<file path="src/decode_pkg.sv">
package decode_pkg;

    localparam int data_w     = 32;
    localparam int reg_addr_w = 5;
    localparam int alu_op_w   = 8;
    localparam int alu_sel_w  = 3;

    typedef logic [data_w-1:0]     word_t;
    typedef logic [data_w-1:0]     instr_t;
    typedef logic [reg_addr_w-1:0] reg_addr_t;
    typedef logic [alu_op_w-1:0]   alu_op_t;
    typedef logic [alu_sel_w-1:0]  alu_sel_t;  // result class, nop means no gpr write
    typedef logic [1:0]            move_cond_t;

    // primary opcodes, instr[31:26]
    localparam logic [5:0] opc_special = 6'b000000;
    localparam logic [5:0] opc_andi    = 6'b001100;
    localparam logic [5:0] opc_ori     = 6'b001101;
    localparam logic [5:0] opc_xori    = 6'b001110;
    localparam logic [5:0] opc_lui     = 6'b001111;
    localparam logic [5:0] opc_pref    = 6'b110011;
    localparam logic [5:0] opc_addi    = 6'b001000;
    localparam logic [5:0] opc_addiu   = 6'b001001;
    localparam logic [5:0] opc_slti    = 6'b001010;
    localparam logic [5:0] opc_sltiu   = 6'b001011;

    // function codes, instr[5:0] under special
    localparam logic [5:0] fn_and  = 6'b100100;
    localparam logic [5:0] fn_or   = 6'b100101;
    localparam logic [5:0] fn_xor  = 6'b100110;
    localparam logic [5:0] fn_nor  = 6'b100111;
    localparam logic [5:0] fn_sll  = 6'b000000;
    localparam logic [5:0] fn_srl  = 6'b000010;
    localparam logic [5:0] fn_sra  = 6'b000011;
    localparam logic [5:0] fn_sllv = 6'b000100;
    localparam logic [5:0] fn_srlv = 6'b000110;
    localparam logic [5:0] fn_srav = 6'b000111;
    localparam logic [5:0] fn_sync = 6'b001111;
    localparam logic [5:0] fn_movn = 6'b001011;
    localparam logic [5:0] fn_movz = 6'b001010;
    localparam logic [5:0] fn_add  = 6'b100000;
    localparam logic [5:0] fn_addu = 6'b100001;
    localparam logic [5:0] fn_sub  = 6'b100010;
    localparam logic [5:0] fn_subu = 6'b100011;
    localparam logic [5:0] fn_slt  = 6'b101010;
    localparam logic [5:0] fn_sltu = 6'b101011;

    // execute operation codes
    localparam alu_op_t op_nop   = 8'b0000_0000;
    localparam alu_op_t op_and   = 8'b0010_0100;
    localparam alu_op_t op_or    = 8'b0010_0101;
    localparam alu_op_t op_xor   = 8'b0010_0110;
    localparam alu_op_t op_nor   = 8'b0010_0111;
    localparam alu_op_t op_sll   = 8'b0111_1100;
    localparam alu_op_t op_srl   = 8'b0000_0010;
    localparam alu_op_t op_sra   = 8'b0000_0011;
    localparam alu_op_t op_movn  = 8'b0000_1011;
    localparam alu_op_t op_movz  = 8'b0000_1010;
    localparam alu_op_t op_add   = 8'b0010_0000;
    localparam alu_op_t op_addu  = 8'b0010_0001;
    localparam alu_op_t op_sub   = 8'b0010_0010;
    localparam alu_op_t op_subu  = 8'b0010_0011;
    localparam alu_op_t op_slt   = 8'b0010_1010;
    localparam alu_op_t op_sltu  = 8'b0010_1011;
    localparam alu_op_t op_addi  = 8'b0101_0101;
    localparam alu_op_t op_addiu = 8'b0101_0110;

    // result classes
    localparam alu_sel_t sel_nop   = 3'b000;
    localparam alu_sel_t sel_logic = 3'b001;
    localparam alu_sel_t sel_shift = 3'b010;
    localparam alu_sel_t sel_move  = 3'b011;
    localparam alu_sel_t sel_arith = 3'b100;

    // write-back condition, movn/movz depend on operand 2
    localparam move_cond_t mc_always  = 2'b00;
    localparam move_cond_t mc_nonzero = 2'b01;
    localparam move_cond_t mc_zero    = 2'b10;

endpackage
</file>
<file path="src/decode_stage.sv">
module decode_stage
    import decode_pkg::*;
(
    input  logic      clk,
    input  logic      rst_n,
    input  instr_t    pc_ins,
    input  word_t     rd1_data,
    input  word_t     rd2_data,
    input  logic      ex_en_wd,
    input  logic      mem_en_wd,
    input  reg_addr_t ex_des_addr,
    input  reg_addr_t mem_des_addr,
    input  word_t     ex_result,
    input  word_t     mem_result,
    output logic      en_rd1,
    output logic      en_rd2,
    output reg_addr_t rd1_addr,
    output reg_addr_t rd2_addr,
    output word_t     num1,
    output word_t     num2,
    output alu_op_t   op,
    output alu_sel_t  sel,
    output logic      en_wd,
    output reg_addr_t des_addr
);

    word_t      imm;
    alu_op_t    ctl_op;
    alu_sel_t   ctl_sel;
    logic       wd_req;
    move_cond_t move_cond;
    reg_addr_t  ctl_des_addr;
    word_t      num1_sel;
    word_t      num2_sel;

    id_control u_control (
        .pc_ins    (pc_ins),
        .en_rd1    (en_rd1),
        .en_rd2    (en_rd2),
        .rd1_addr  (rd1_addr),
        .rd2_addr  (rd2_addr),
        .imm       (imm),
        .op        (ctl_op),
        .sel       (ctl_sel),
        .wd_req    (wd_req),
        .move_cond (move_cond),
        .des_addr  (ctl_des_addr)
    );

    operand_select u_sel1 (  // rs side
        .en_rd        (en_rd1),
        .rd_addr      (rd1_addr),
        .rd_data      (rd1_data),
        .imm          (imm),
        .ex_en_wd     (ex_en_wd),
        .ex_des_addr  (ex_des_addr),
        .ex_result    (ex_result),
        .mem_en_wd    (mem_en_wd),
        .mem_des_addr (mem_des_addr),
        .mem_result   (mem_result),
        .num          (num1_sel)
    );

    operand_select u_sel2 (  // rt side
        .en_rd        (en_rd2),
        .rd_addr      (rd2_addr),
        .rd_data      (rd2_data),
        .imm          (imm),
        .ex_en_wd     (ex_en_wd),
        .ex_des_addr  (ex_des_addr),
        .ex_result    (ex_result),
        .mem_en_wd    (mem_en_wd),
        .mem_des_addr (mem_des_addr),
        .mem_result   (mem_result),
        .num          (num2_sel)
    );

    id_ex_reg u_id_ex (
        .clk         (clk),
        .rst_n       (rst_n),
        .num1_in     (num1_sel),
        .num2_in     (num2_sel),
        .op_in       (ctl_op),
        .sel_in      (ctl_sel),
        .wd_req      (wd_req),
        .move_cond   (move_cond),
        .des_addr_in (ctl_des_addr),
        .num1        (num1),
        .num2        (num2),
        .op          (op),
        .sel         (sel),
        .en_wd       (en_wd),
        .des_addr    (des_addr)
    );

endmodule

</file>
<file path="src/id_ex_reg.sv">
module id_ex_reg
    import decode_pkg::*;
(
    input  logic       clk,
    input  logic       rst_n,
    input  word_t      num1_in,
    input  word_t      num2_in,
    input  alu_op_t    op_in,
    input  alu_sel_t   sel_in,
    input  logic       wd_req,
    input  move_cond_t move_cond,
    input  reg_addr_t  des_addr_in,
    output word_t      num1,
    output word_t      num2,
    output alu_op_t    op,
    output alu_sel_t   sel,
    output logic       en_wd,
    output reg_addr_t  des_addr
);

    logic cond_ok;
    logic en_wd_next;

    // movn/movz decide on the forwarded operand 2
    always_comb begin
        case (move_cond)
            mc_always:  cond_ok = 1'b1;
            mc_nonzero: cond_ok = (num2_in != '0);
            mc_zero:    cond_ok = (num2_in == '0);
            default:    cond_ok = 1'b0;
        endcase
    end

    assign en_wd_next = wd_req && cond_ok;

    always_ff @(posedge clk) begin
        if (!rst_n) begin
            num1     <= '0;
            num2     <= '0;
            op       <= op_nop;
            sel      <= sel_nop;
            en_wd    <= 1'b0;
            des_addr <= '0;
        end else begin
            num1     <= num1_in;
            num2     <= num2_in;
            op       <= op_in;
            sel      <= sel_in;
            en_wd    <= en_wd_next;
            des_addr <= des_addr_in;
        end
    end

    // a nop bundle leaving decode never writes the gpr
    a_nop_no_write: assert property (
        @(posedge clk) disable iff (!rst_n)
        (sel == sel_nop) |-> !en_wd
    );

endmodule

</file>
<file path="src/operand_select.sv">
module operand_select
    import decode_pkg::*;
(
    input  logic      en_rd,
    input  reg_addr_t rd_addr,
    input  word_t     rd_data,
    input  word_t     imm,
    input  logic      ex_en_wd,
    input  reg_addr_t ex_des_addr,
    input  word_t     ex_result,
    input  logic      mem_en_wd,
    input  reg_addr_t mem_des_addr,
    input  word_t     mem_result,
    output word_t     num
);

    logic ex_hit;
    logic mem_hit;

    // no special case for $0, matches the pipeline's forwarding rule
    assign ex_hit  = en_rd && ex_en_wd && (rd_addr == ex_des_addr);
    assign mem_hit = en_rd && mem_en_wd && (rd_addr == mem_des_addr);

    always_comb begin
        if (ex_hit) begin
            num = ex_result;   // newest value wins
        end else if (mem_hit) begin
            num = mem_result;
        end else if (en_rd) begin
            num = rd_data;
        end else begin
            num = imm;         // port unused, operand is the immediate
        end
    end

endmodule

</file>
<file path="src/id_control.sv">
module id_control
    import decode_pkg::*;
(
    input  instr_t     pc_ins,
    output logic       en_rd1,
    output logic       en_rd2,
    output reg_addr_t  rd1_addr,
    output reg_addr_t  rd2_addr,
    output word_t      imm,
    output alu_op_t    op,
    output alu_sel_t   sel,
    output logic       wd_req,
    output move_cond_t move_cond,
    output reg_addr_t  des_addr
);

    logic [5:0]  opcode;
    logic [5:0]  funct;
    logic [4:0]  sa;
    reg_addr_t   rs;
    reg_addr_t   rt;
    reg_addr_t   rd;
    logic [15:0] imm16;
    logic        shift_imm_form;

    assign opcode = pc_ins[31:26];
    assign rs     = pc_ins[25:21];
    assign rt     = pc_ins[20:16];
    assign rd     = pc_ins[15:11];
    assign sa     = pc_ins[10:6];
    assign funct  = pc_ins[5:0];
    assign imm16  = pc_ins[15:0];

    // sll/srl/sra carry opcode and rs all zero
    assign shift_imm_form = (pc_ins[31:21] == 11'd0);

    always_comb begin
        logic i_form;  // rs op imm -> rt

        i_form    = 1'b0;
        en_rd1    = 1'b0;
        en_rd2    = 1'b0;
        rd1_addr  = rs;
        rd2_addr  = rt;
        imm       = '0;
        op        = op_nop;
        sel       = sel_nop;
        wd_req    = 1'b0;
        move_cond = mc_always;
        des_addr  = rd;  // rd unless immediate form

        case (opcode)
            opc_special: begin
                if (sa == 5'd0) begin
                    case (funct)
                        fn_and:  begin op = op_and;  sel = sel_logic; end
                        fn_or:   begin op = op_or;   sel = sel_logic; end
                        fn_xor:  begin op = op_xor;  sel = sel_logic; end
                        fn_nor:  begin op = op_nor;  sel = sel_logic; end
                        fn_sllv: begin op = op_sll;  sel = sel_shift; end  // same op as sll
                        fn_srlv: begin op = op_srl;  sel = sel_shift; end
                        fn_srav: begin op = op_sra;  sel = sel_shift; end
                        fn_add:  begin op = op_add;  sel = sel_arith; end
                        fn_addu: begin op = op_addu; sel = sel_arith; end
                        fn_sub:  begin op = op_sub;  sel = sel_arith; end
                        fn_subu: begin op = op_subu; sel = sel_arith; end
                        fn_slt:  begin op = op_slt;  sel = sel_arith; end
                        fn_sltu: begin op = op_sltu; sel = sel_arith; end
                        fn_movn: begin
                            op        = op_movn;
                            sel       = sel_move;
                            move_cond = mc_nonzero;  // write only if rt != 0
                        end
                        fn_movz: begin
                            op        = op_movz;
                            sel       = sel_move;
                            move_cond = mc_zero;     // write only if rt == 0
                        end
                        fn_sync: op = op_nop;        // treated as nop
                        default: op = op_nop;
                    endcase
                    // every kept register form reads rs and rt
                    if (sel != sel_nop) begin
                        en_rd1 = 1'b1;
                        en_rd2 = 1'b1;
                        wd_req = 1'b1;
                    end
                end

                if (shift_imm_form) begin
                    case (funct)
                        fn_sll: begin
                            en_rd2 = 1'b1;
                            wd_req = 1'b1;
                            op     = op_sll;
                            sel    = sel_shift;
                            imm    = {27'd0, sa};  // shift amount into num1
                        end
                        fn_srl: begin
                            en_rd2 = 1'b1;
                            wd_req = 1'b1;
                            op     = op_srl;
                            sel    = sel_shift;
                            imm    = {27'd0, sa};
                        end
                        fn_sra: begin
                            en_rd2 = 1'b1;
                            wd_req = 1'b1;
                            op     = op_sra;
                            sel    = sel_shift;
                            imm    = {27'd0, sa};
                        end
                        default: imm = '0;
                    endcase
                end
            end

            opc_andi: begin
                i_form = 1'b1;
                op     = op_and;
                sel    = sel_logic;
                imm    = {16'd0, imm16};  // zero extend
            end
            opc_ori: begin
                i_form = 1'b1;
                op     = op_or;
                sel    = sel_logic;
                imm    = {16'd0, imm16};
            end
            opc_xori: begin
                i_form = 1'b1;
                op     = op_xor;
                sel    = sel_logic;
                imm    = {16'd0, imm16};
            end
            opc_lui: begin
                i_form = 1'b1;
                op     = op_or;              // or with rs, normally $0
                sel    = sel_logic;
                imm    = {imm16, 16'd0};
            end
            opc_addi: begin
                i_form = 1'b1;
                op     = op_addi;
                sel    = sel_arith;
                imm    = {{16{imm16[15]}}, imm16};  // sign extend
            end
            opc_addiu: begin
                i_form = 1'b1;
                op     = op_addiu;
                sel    = sel_arith;
                imm    = {{16{imm16[15]}}, imm16};
            end
            opc_slti: begin
                i_form = 1'b1;
                op     = op_slt;
                sel    = sel_arith;
                imm    = {{16{imm16[15]}}, imm16};
            end
            opc_sltiu: begin
                i_form = 1'b1;
                op     = op_sltu;
                sel    = sel_arith;
                imm    = {{16{imm16[15]}}, imm16};
            end
            opc_pref: op = op_nop;  // prefetch hint, nothing to do
            default:  op = op_nop;
        endcase

        if (i_form) begin
            en_rd1   = 1'b1;
            wd_req   = 1'b1;
            des_addr = rt;
        end

        // a nop must not hold a register-file port
        a_nop_no_read: assert (op != op_nop || (!en_rd1 && !en_rd2));
    end

endmodule

</file>
<file path="config.mk">
export PLATFORM = sky130hd
export DESIGN_NAME = decode_stage
export DESIGN_NICKNAME = d
export VERILOG_FILES = /design/src/decode_pkg.sv /design/src/decode_stage.sv /design/src/id_ex_reg.sv /design/src/operand_select.sv /design/src/id_control.sv
export SDC_FILE = /design/constraint.sdc
export NUM_CORES = 1
export LEC_CHECK = 0
export ABC_AREA = 0
export BUFFER_PORTS_ARGS = -buffer_cell sky130_fd_sc_hd__buf_2
export CAP_MARGIN = 10
export CORE_MARGIN = 2
export CORE_UTILIZATION = 41
export DETAILED_ROUTE_END_ITERATION = 7
export PLACE_DENSITY = 0.78
export SLEW_MARGIN = 5
export SYNTH_ARGS = -nofsm -noshare
export SYNTH_HDL_FRONTEND = slang
export SYNTH_SLANG_ARGS = --single-unit
</file>
<file path="constraint.sdc">
create_clock -name clk -period 2.4 [get_ports clk]
set_input_delay 0.12 -clock clk [delete_from_list [all_inputs] [get_ports clk]]
set_output_delay 0.12 -clock clk [all_outputs]
set_load 0.03 [all_outputs]
</file>
==> results of run 1 <==
[how the worst max path moves through the flow]
stage	startpoint	to	slack, ns
floorplan	pc_ins[28]	u_id_ex.en_wd	0.09
global placement	pc_ins[4]	u_id_ex.en_wd	-0.22
detailed placement	pc_ins[4]	u_id_ex.en_wd	-0.27
CTS	pc_ins[4]	u_id_ex.en_wd	0.08
global route	pc_ins[23]	u_id_ex.en_wd	-0.01
finish	pc_ins[23]	u_id_ex.en_wd	0.08
[state kept, by name (all words and copies together), names as in the netlist]
register	cells
u_id_ex.des_addr	5
u_id_ex.en_wd	1
u_id_ex.num1	32
u_id_ex.num2	32
u_id_ex.op	6
u_id_ex.sel	3
[per-layer routing]
| layer | GRT usage | vias to the layer above |
|---|---|---|
| met2 | 0.532 | 361 |
| met5 | 0 | - |
| met1 | 0.375 | 2644 |
| met4 | 0.153 | 0 |
| met3 | 0.0697 | 76 |
| li1 | - | 2728 |
[cells by family (layout without fill, tap and decap cells)]
kind of cell / Yosys count / after routing
xor gates and xnor gates: 22 / 22
muxes: 27 / 27
DFF: 79 / 79
AOI/OAI and AO/OA: 186 / 186
buffers and inverters: 73 / 345
other: 1 / 3
and+or+nand+nor: 212 / 212
[area by class of cell]
type                    instances  share of cell area
multi-input cells             448               0.424
repair buffers                322               0.267
flip-flops and latches         79               0.231
clock buffers                  10              0.0335
well taps                     143              0.0262
clock inverters                 6              0.0135
inverters                       7             0.00384
diodes                          2            0.000732
[worst max-delay path: stages]
cell and delay [ns]:
buf_8 0.10, nor4_4 0.31, nand3_2 0.12, or3_4 0.35, a21o_1 0.21, buf_12 0.14
buf_6 0.11, o22a_1 0.23, nor4_2 0.31, nand4_1 0.20, o211ai_1 0.22, nor3b_2 0.18
[cells in the final DEF, fill, tap and decap left out, types with 2 or more instances in the layout]
master / instances
a211oi_1: 32
a21o_1: 12
a21oi_1: 26
a221oi_1: 5
a22oi_1: 2
a2bb2oi_1: 4
a32o_1: 5
a32oi_1: 24
and2_1: 43
and3_1: 8
buf_12: 4
buf_2: 263
buf_4: 51
buf_6: 3
bufinv_16: 2
clkbuf_16: 9
clkinvlp_4: 2
dfxtp_1: 79
diode_2: 2
inv_1: 7
mux2i_1: 27
nand2_1: 31
nand2b_1: 3
nand3_1: 34
nand3_2: 2
nand4_1: 4
nor2_1: 62
nor3_1: 6
nor4_1: 5
nor4_2: 4
o21ai_0: 41
o22a_1: 20
o22ai_1: 3
o31ai_1: 3
xnor2_1: 13
xor2_1: 9
[report_power, final]
part           total, mW  internal (mW)  switching [mW]
Clock               1.51          0.917           0.590
Sequential          1.34           1.34         0.00650
Combinational      0.657          0.265           0.392
Total               3.51           2.52           0.989
[what timing repair did]
item | 4_1_cts | 5_1_grt
endpoints found under the setup margin | 0 | 1
resized for setup | 0 | 11
endpoints found under the hold margin | 0 | 0
buffers inserted | 0 | 2
==> results.sh, run 1 <==
export IMPL_grt_pass1_vias=5610
export IMPL_tightest_slew_ns=0.619
export IMPL_drv_cap=0
export IMPL_ant_nets=0
export IMPL_io_pins=267
export IMPL_min_to="u_id_ex.num1[3]"
export IMPL_dp_cells=997
export IMPL_ys_flop_type="dfxtp_1"
export IMPL_synthAdderAreaFrac=0
export IMPL_yosysSeqAreaShare=0.331
export IMPL_crit_type="input port to register"
export IMPL_root_buffer="clkbuf_16"
export IMPL_crit_fanout=3
export IMPL_syn_area_mm2=0.00478
export IMPL_setup_viol=0
export IMPL_synth_area_leaders="dfxtp_1 (33%), mux2i_1 (5.7%), and2_1 (5.6%), a211oi_1 (5.0%), nor2_1 (4.9%)"
export IMPL_drt_initial_drc_count=644
export IMPL_synthSimpleGateAreaFrac=0.226
export IMPL_cts_buffers=9
export IMPL_status="complete, no violations"
export IMPL_postSynthAreaPerCell_um2=7.97
export IMPL_finalWeightedCongestion=0.963
export IMPL_hold_path_depth=3
export IMPL_chipWidth_um=112
export IMPL_vias_per_cell=5.71
export IMPL_die_h_um=112
export IMPL_clock_path_buffers=2
export IMPL_hpwlAfterDp_mm=16.1
export IMPL_hold_class="input port to register"
export IMPL_drtPass1Iterations=6
export IMPL_synth_compound_area_frac=0.275
export IMPL_path_clk_slew_ns=0.06
export IMPL_met1_length_mm=7.86
export IMPL_rows=39
export IMPL_period_needed_ns=2.32
export IMPL_cts_tree="yes"
export IMPL_period_share=0.967
export IMPL_hold_violations=0
export IMPL_fin_cells=1017
export IMPL_antenna_found_initial=2
export IMPL_synth_distinct_cells=51
export IMPL_stdcell_area_mm2=0.00684
export IMPL_grt_remaining_overflow=0
export IMPL_fin_util=0.599
export IMPL_drive_gt1_frac=0.403
export IMPL_dr_max_layer_used="met4"
export IMPL_p_total_mw=3.51
export IMPL_synth_warning_count=0
export IMPL_rsz0062_at_grt="true"
export IMPL_syn_nets=774
export IMPL_setup_slack_ns=0.0785
export IMPL_nets=1041
export IMPL_ys_async_sr_fraction=0
export IMPL_cts_sinks=79
export IMPL_seq_area_mm2=0.00158
export IMPL_synth_xor_area_frac=0.0403
export IMPL_maxSlewHeadroom=0.582
export IMPL_grt_max_degree=55
export IMPL_startpoint_type="input port"
export IMPL_place_ws_ns=-0.270
export IMPL_drc=0
export IMPL_ys_seq_elements=79
export IMPL_via_count=5809
export IMPL_holdWs_ns=0.0339
export IMPL_dieArea_mm2=0.0125
export IMPL_wirelength_mm=20.4
export IMPL_final_max_slew_viol_count=0
export IMPL_wl_per_cell_um=20.1
export IMPL_yosysMostFrequentCell="dfxtp_1"
export IMPL_multiInputGateArea_mm2=0.00290
export IMPL_wl_met3_mm=1.77
export IMPL_max_clock_freq_mhz=431
export IMPL_synth_top_family_by_area="compound AO/OA/AOI/OAI gates"
export IMPL_initial_core_util=0.419
export IMPL_placed_cell_area_mm2=0.00644
export IMPL_synthCells=600
export IMPL_yosys_top_cells_count="dfxtp_1 (79), nor2_1 (62), clkbuf_1 (47)"
export IMPL_synth_top_cell_area_share=0.331
export IMPL_powerDensity_mw_per_mm2=513
export IMPL_yosys_area_top_type="dfxtp_1"
export IMPL_areaGrowthSynthToFinish_pct=43.0
export IMPL_track_usage=0.313
export IMPL_required_ns=2.68
export IMPL_holdCritStartpoint="mem_result[3]"
export IMPL_end_kind="register"
export IMPL_cts_htree_levels=3
export IMPL_wl_met2_mm=9.84
export IMPL_core_mm2=0.0114
export IMPL_tns_ns=0
export IMPL_portBuffers=265
export IMPL_grt_first_pass_wirelength_mm=30.2
export IMPL_fillers=1073
export IMPL_p_leak_nw=3.22
export IMPL_synth_area_mux_share=0.0565
export IMPL_irDropWorstVdd_mv=0.321
export IMPL_synth_edf_count=0
export IMPL_postCtsHoldBufs=0
export IMPL_arrival_ns=2.60
Power figures use the tool's default switching activity.
==> run 2, diff against run 1 <==
--- a/config.mk
+++ b/config.mk
@@ -12,6 +12,7 @@
 export CORE_UTILIZATION = 41
 export DETAILED_ROUTE_END_ITERATION = 7
 export PLACE_DENSITY = 0.78
+export REMOVE_ABC_BUFFERS = 1
 export SLEW_MARGIN = 5
 export SYNTH_ARGS = -nofsm -noshare
 export SYNTH_HDL_FRONTEND = slang
==> results.sh, run 2 (same netlist as run 1, synthesis figures left out) <==
export IMPL_wirelength_mm=19.0
export IMPL_hpwlAfterDp_mm=15.3
export IMPL_required_ns=2.67
export IMPL_chipWidth_um=112
export IMPL_startpoint="pc_ins[4]"
export IMPL_finalWeightedCongestion=0.942
export IMPL_cp_slowest_cell="nor4_1"
export IMPL_wl_per_cell_um=18.6
export IMPL_drive_gt1_frac=0.406
export IMPL_antenna_found_initial=1
export IMPL_max_clock_freq_mhz=437
export IMPL_path_buf_inv=2
export IMPL_cts_sinks=79
export IMPL_crit_fanout=14
export IMPL_grt_max_degree=39
export IMPL_critPathMaxStageDelay_ns=0.39
export IMPL_hold_violations=0
export IMPL_core_mm2=0.0114
export IMPL_nets=1048
export IMPL_mostFrequentLayoutCells="buf_2 (265), dfxtp_1 (79), nor2_1 (62), buf_4 (61), and2_1 (43)"
export IMPL_setup_viol=0
export IMPL_crit_end="u_id_ex.en_wd"
export IMPL_cts_htree_levels=3
export IMPL_crit_chain="buf_2 -> nor4_4 -> nand3_2 -> or3_4 -> a21o_1 -> buf_12 -> o22a_1 -> nor4_1 -> nand4_1 -> o211ai_1 -> nor3b_2"
export IMPL_final_max_slew_viol_count=0
export IMPL_dieArea_mm2=0.0125
export IMPL_holdWs_ns=0.0556
export IMPL_p_total_mw=3.43
export IMPL_num_antenna_cells=0
export IMPL_fillers=1059
export IMPL_irDropWorstVdd_mv=0.300
export IMPL_root_buffer="clkbuf_16"
export IMPL_track_usage=0.291
export IMPL_clock_path_buffers=2
export IMPL_io_pins=267
export IMPL_crit_type="input port to register"
export IMPL_hold_class="input port to register"
export IMPL_critPathTopFamily="simple AND/OR/NAND/NOR gates"
export IMPL_largestRegisters="u_id_ex.num1 x32, u_id_ex.num2 x32, u_id_ex.op x6"
export IMPL_grt_pass1_vias=5476
export IMPL_powerDensity_mw_per_mm2=501
export IMPL_rsz0062_at_grt="false"
export IMPL_drtPass1Iterations=5
export IMPL_via_count=5729
export IMPL_mostFrequentLayoutCell="buf_2"
export IMPL_startpoint_type="input port"
export IMPL_arrival_ns=2.56
export IMPL_path_clk_slew_ns=0.06
export IMPL_status="complete, no violations"
export IMPL_drc=0
export IMPL_ant_nets=0
export IMPL_grt_remaining_overflow=0
export IMPL_drv_cap=0
export IMPL_cp_num_cells=11
export IMPL_rows=39
export IMPL_vias_per_cell=5.61
export IMPL_place_ws_ns=-0.225
export IMPL_cts_tree="yes"
export IMPL_cts_setup_buffers=0
export IMPL_period_share=0.954
export IMPL_initial_core_util=0.419
export IMPL_grt_first_pass_wirelength_mm=28.8
export IMPL_portBuffers=265
export IMPL_seq_area_mm2=0.00158
export IMPL_drt_initial_drc_count=518
export IMPL_die_h_um=112
export IMPL_cts_buffers=9
export IMPL_postCtsHoldBufs=0
export IMPL_areaGrowthSynthToFinish_pct=42.9
export IMPL_multiInputGateArea_mm2=0.00289
export IMPL_end_kind="register"
export IMPL_tightest_slew_ns=0.620
export IMPL_setup_slack_ns=0.110
export IMPL_p_leak_nw=3.25
export IMPL_period_needed_ns=2.29
export IMPL_maxSlewHeadroom=0.587
[run 2: changes by cell type in the layout (fill, tap and decap cells not counted), moves of 2 or more]
cell | before | now
buf_2 | 263 | 265
clkinv_2 | 0 | 2
buf_6 | 3 | 0
buf_4 | 51 | 61
clkbuf_8 | 0 | 3
clkinvlp_4 | 2 | 0
diode_2 | 2 | 0
[run 2: timing repair]
item | CTS | global route
endpoints found under the hold margin | 0 | 0
gates resized for setup | 0 | 3
setup endpoints to repair | 0 | 1
[run 2: cell type report]
cell class | instances | area share
inverter | 7 | 0.00384
multi-input combinational | 448 | 0.423
sequential | 79 | 0.231
clock buffer | 13 | 0.0395
clock inverter | 3 | 0.00586
timing repair buffer | 329 | 0.270
tap | 143 | 0.0262
[run 2: routing by layer]
layer | global-route usage | part of all wire | vias to the layer above
met4 | 0.0789 | 0.026 | 0
met2 | 0.519 | 0.49 | 267
met5 | 0 | 0 | -
met3 | 0.0729 | 0.079 | 39
li1 | - | - | 2750
met1 | 0.351 | 0.40 | 2673
[run 2: metrics by stage]
stage / utilization / cell area [µm²] / TNS (ns) / std cells
finish: 0.599 / 6830 / 0 / 1022
global route: 0.599 / 6830 / 0 / 1022
CTS: 0.597 / 6820 / 0 / 1022
detailed placement: 0.570 / 6510 / -0.225 / 1006
global placement: 0.570 / 6510 / -0.194 / 1006
floorplan: - / 4470 / -24.34 / 534
[run 2: how the worst min path moves through the flow]
stage / endpoint / start / slack [ns] / cells after the start
global route: u_id_ex.num1[0] / mem_result[0] / 0.05 / 3
detailed placement: u_id_ex.num1[2] / mem_result[2] / 0.39 / 3
CTS: u_id_ex.num1[2] / mem_result[2] / 0.03 / 3
global placement: u_id_ex.num1[2] / mem_result[2] / 0.39 / 3
floorplan: u_id_ex.sel[2] / rst_n / 0.24 / 1
finish: u_id_ex.num1[2] / mem_result[2] / 0.06 / 3
[run 2: report_power, final]
part / switching (mW) / internal (mW)
combinational: 0.381 / 0.271
sequential: 0.00596 / 1.34
clock: 0.543 / 0.888
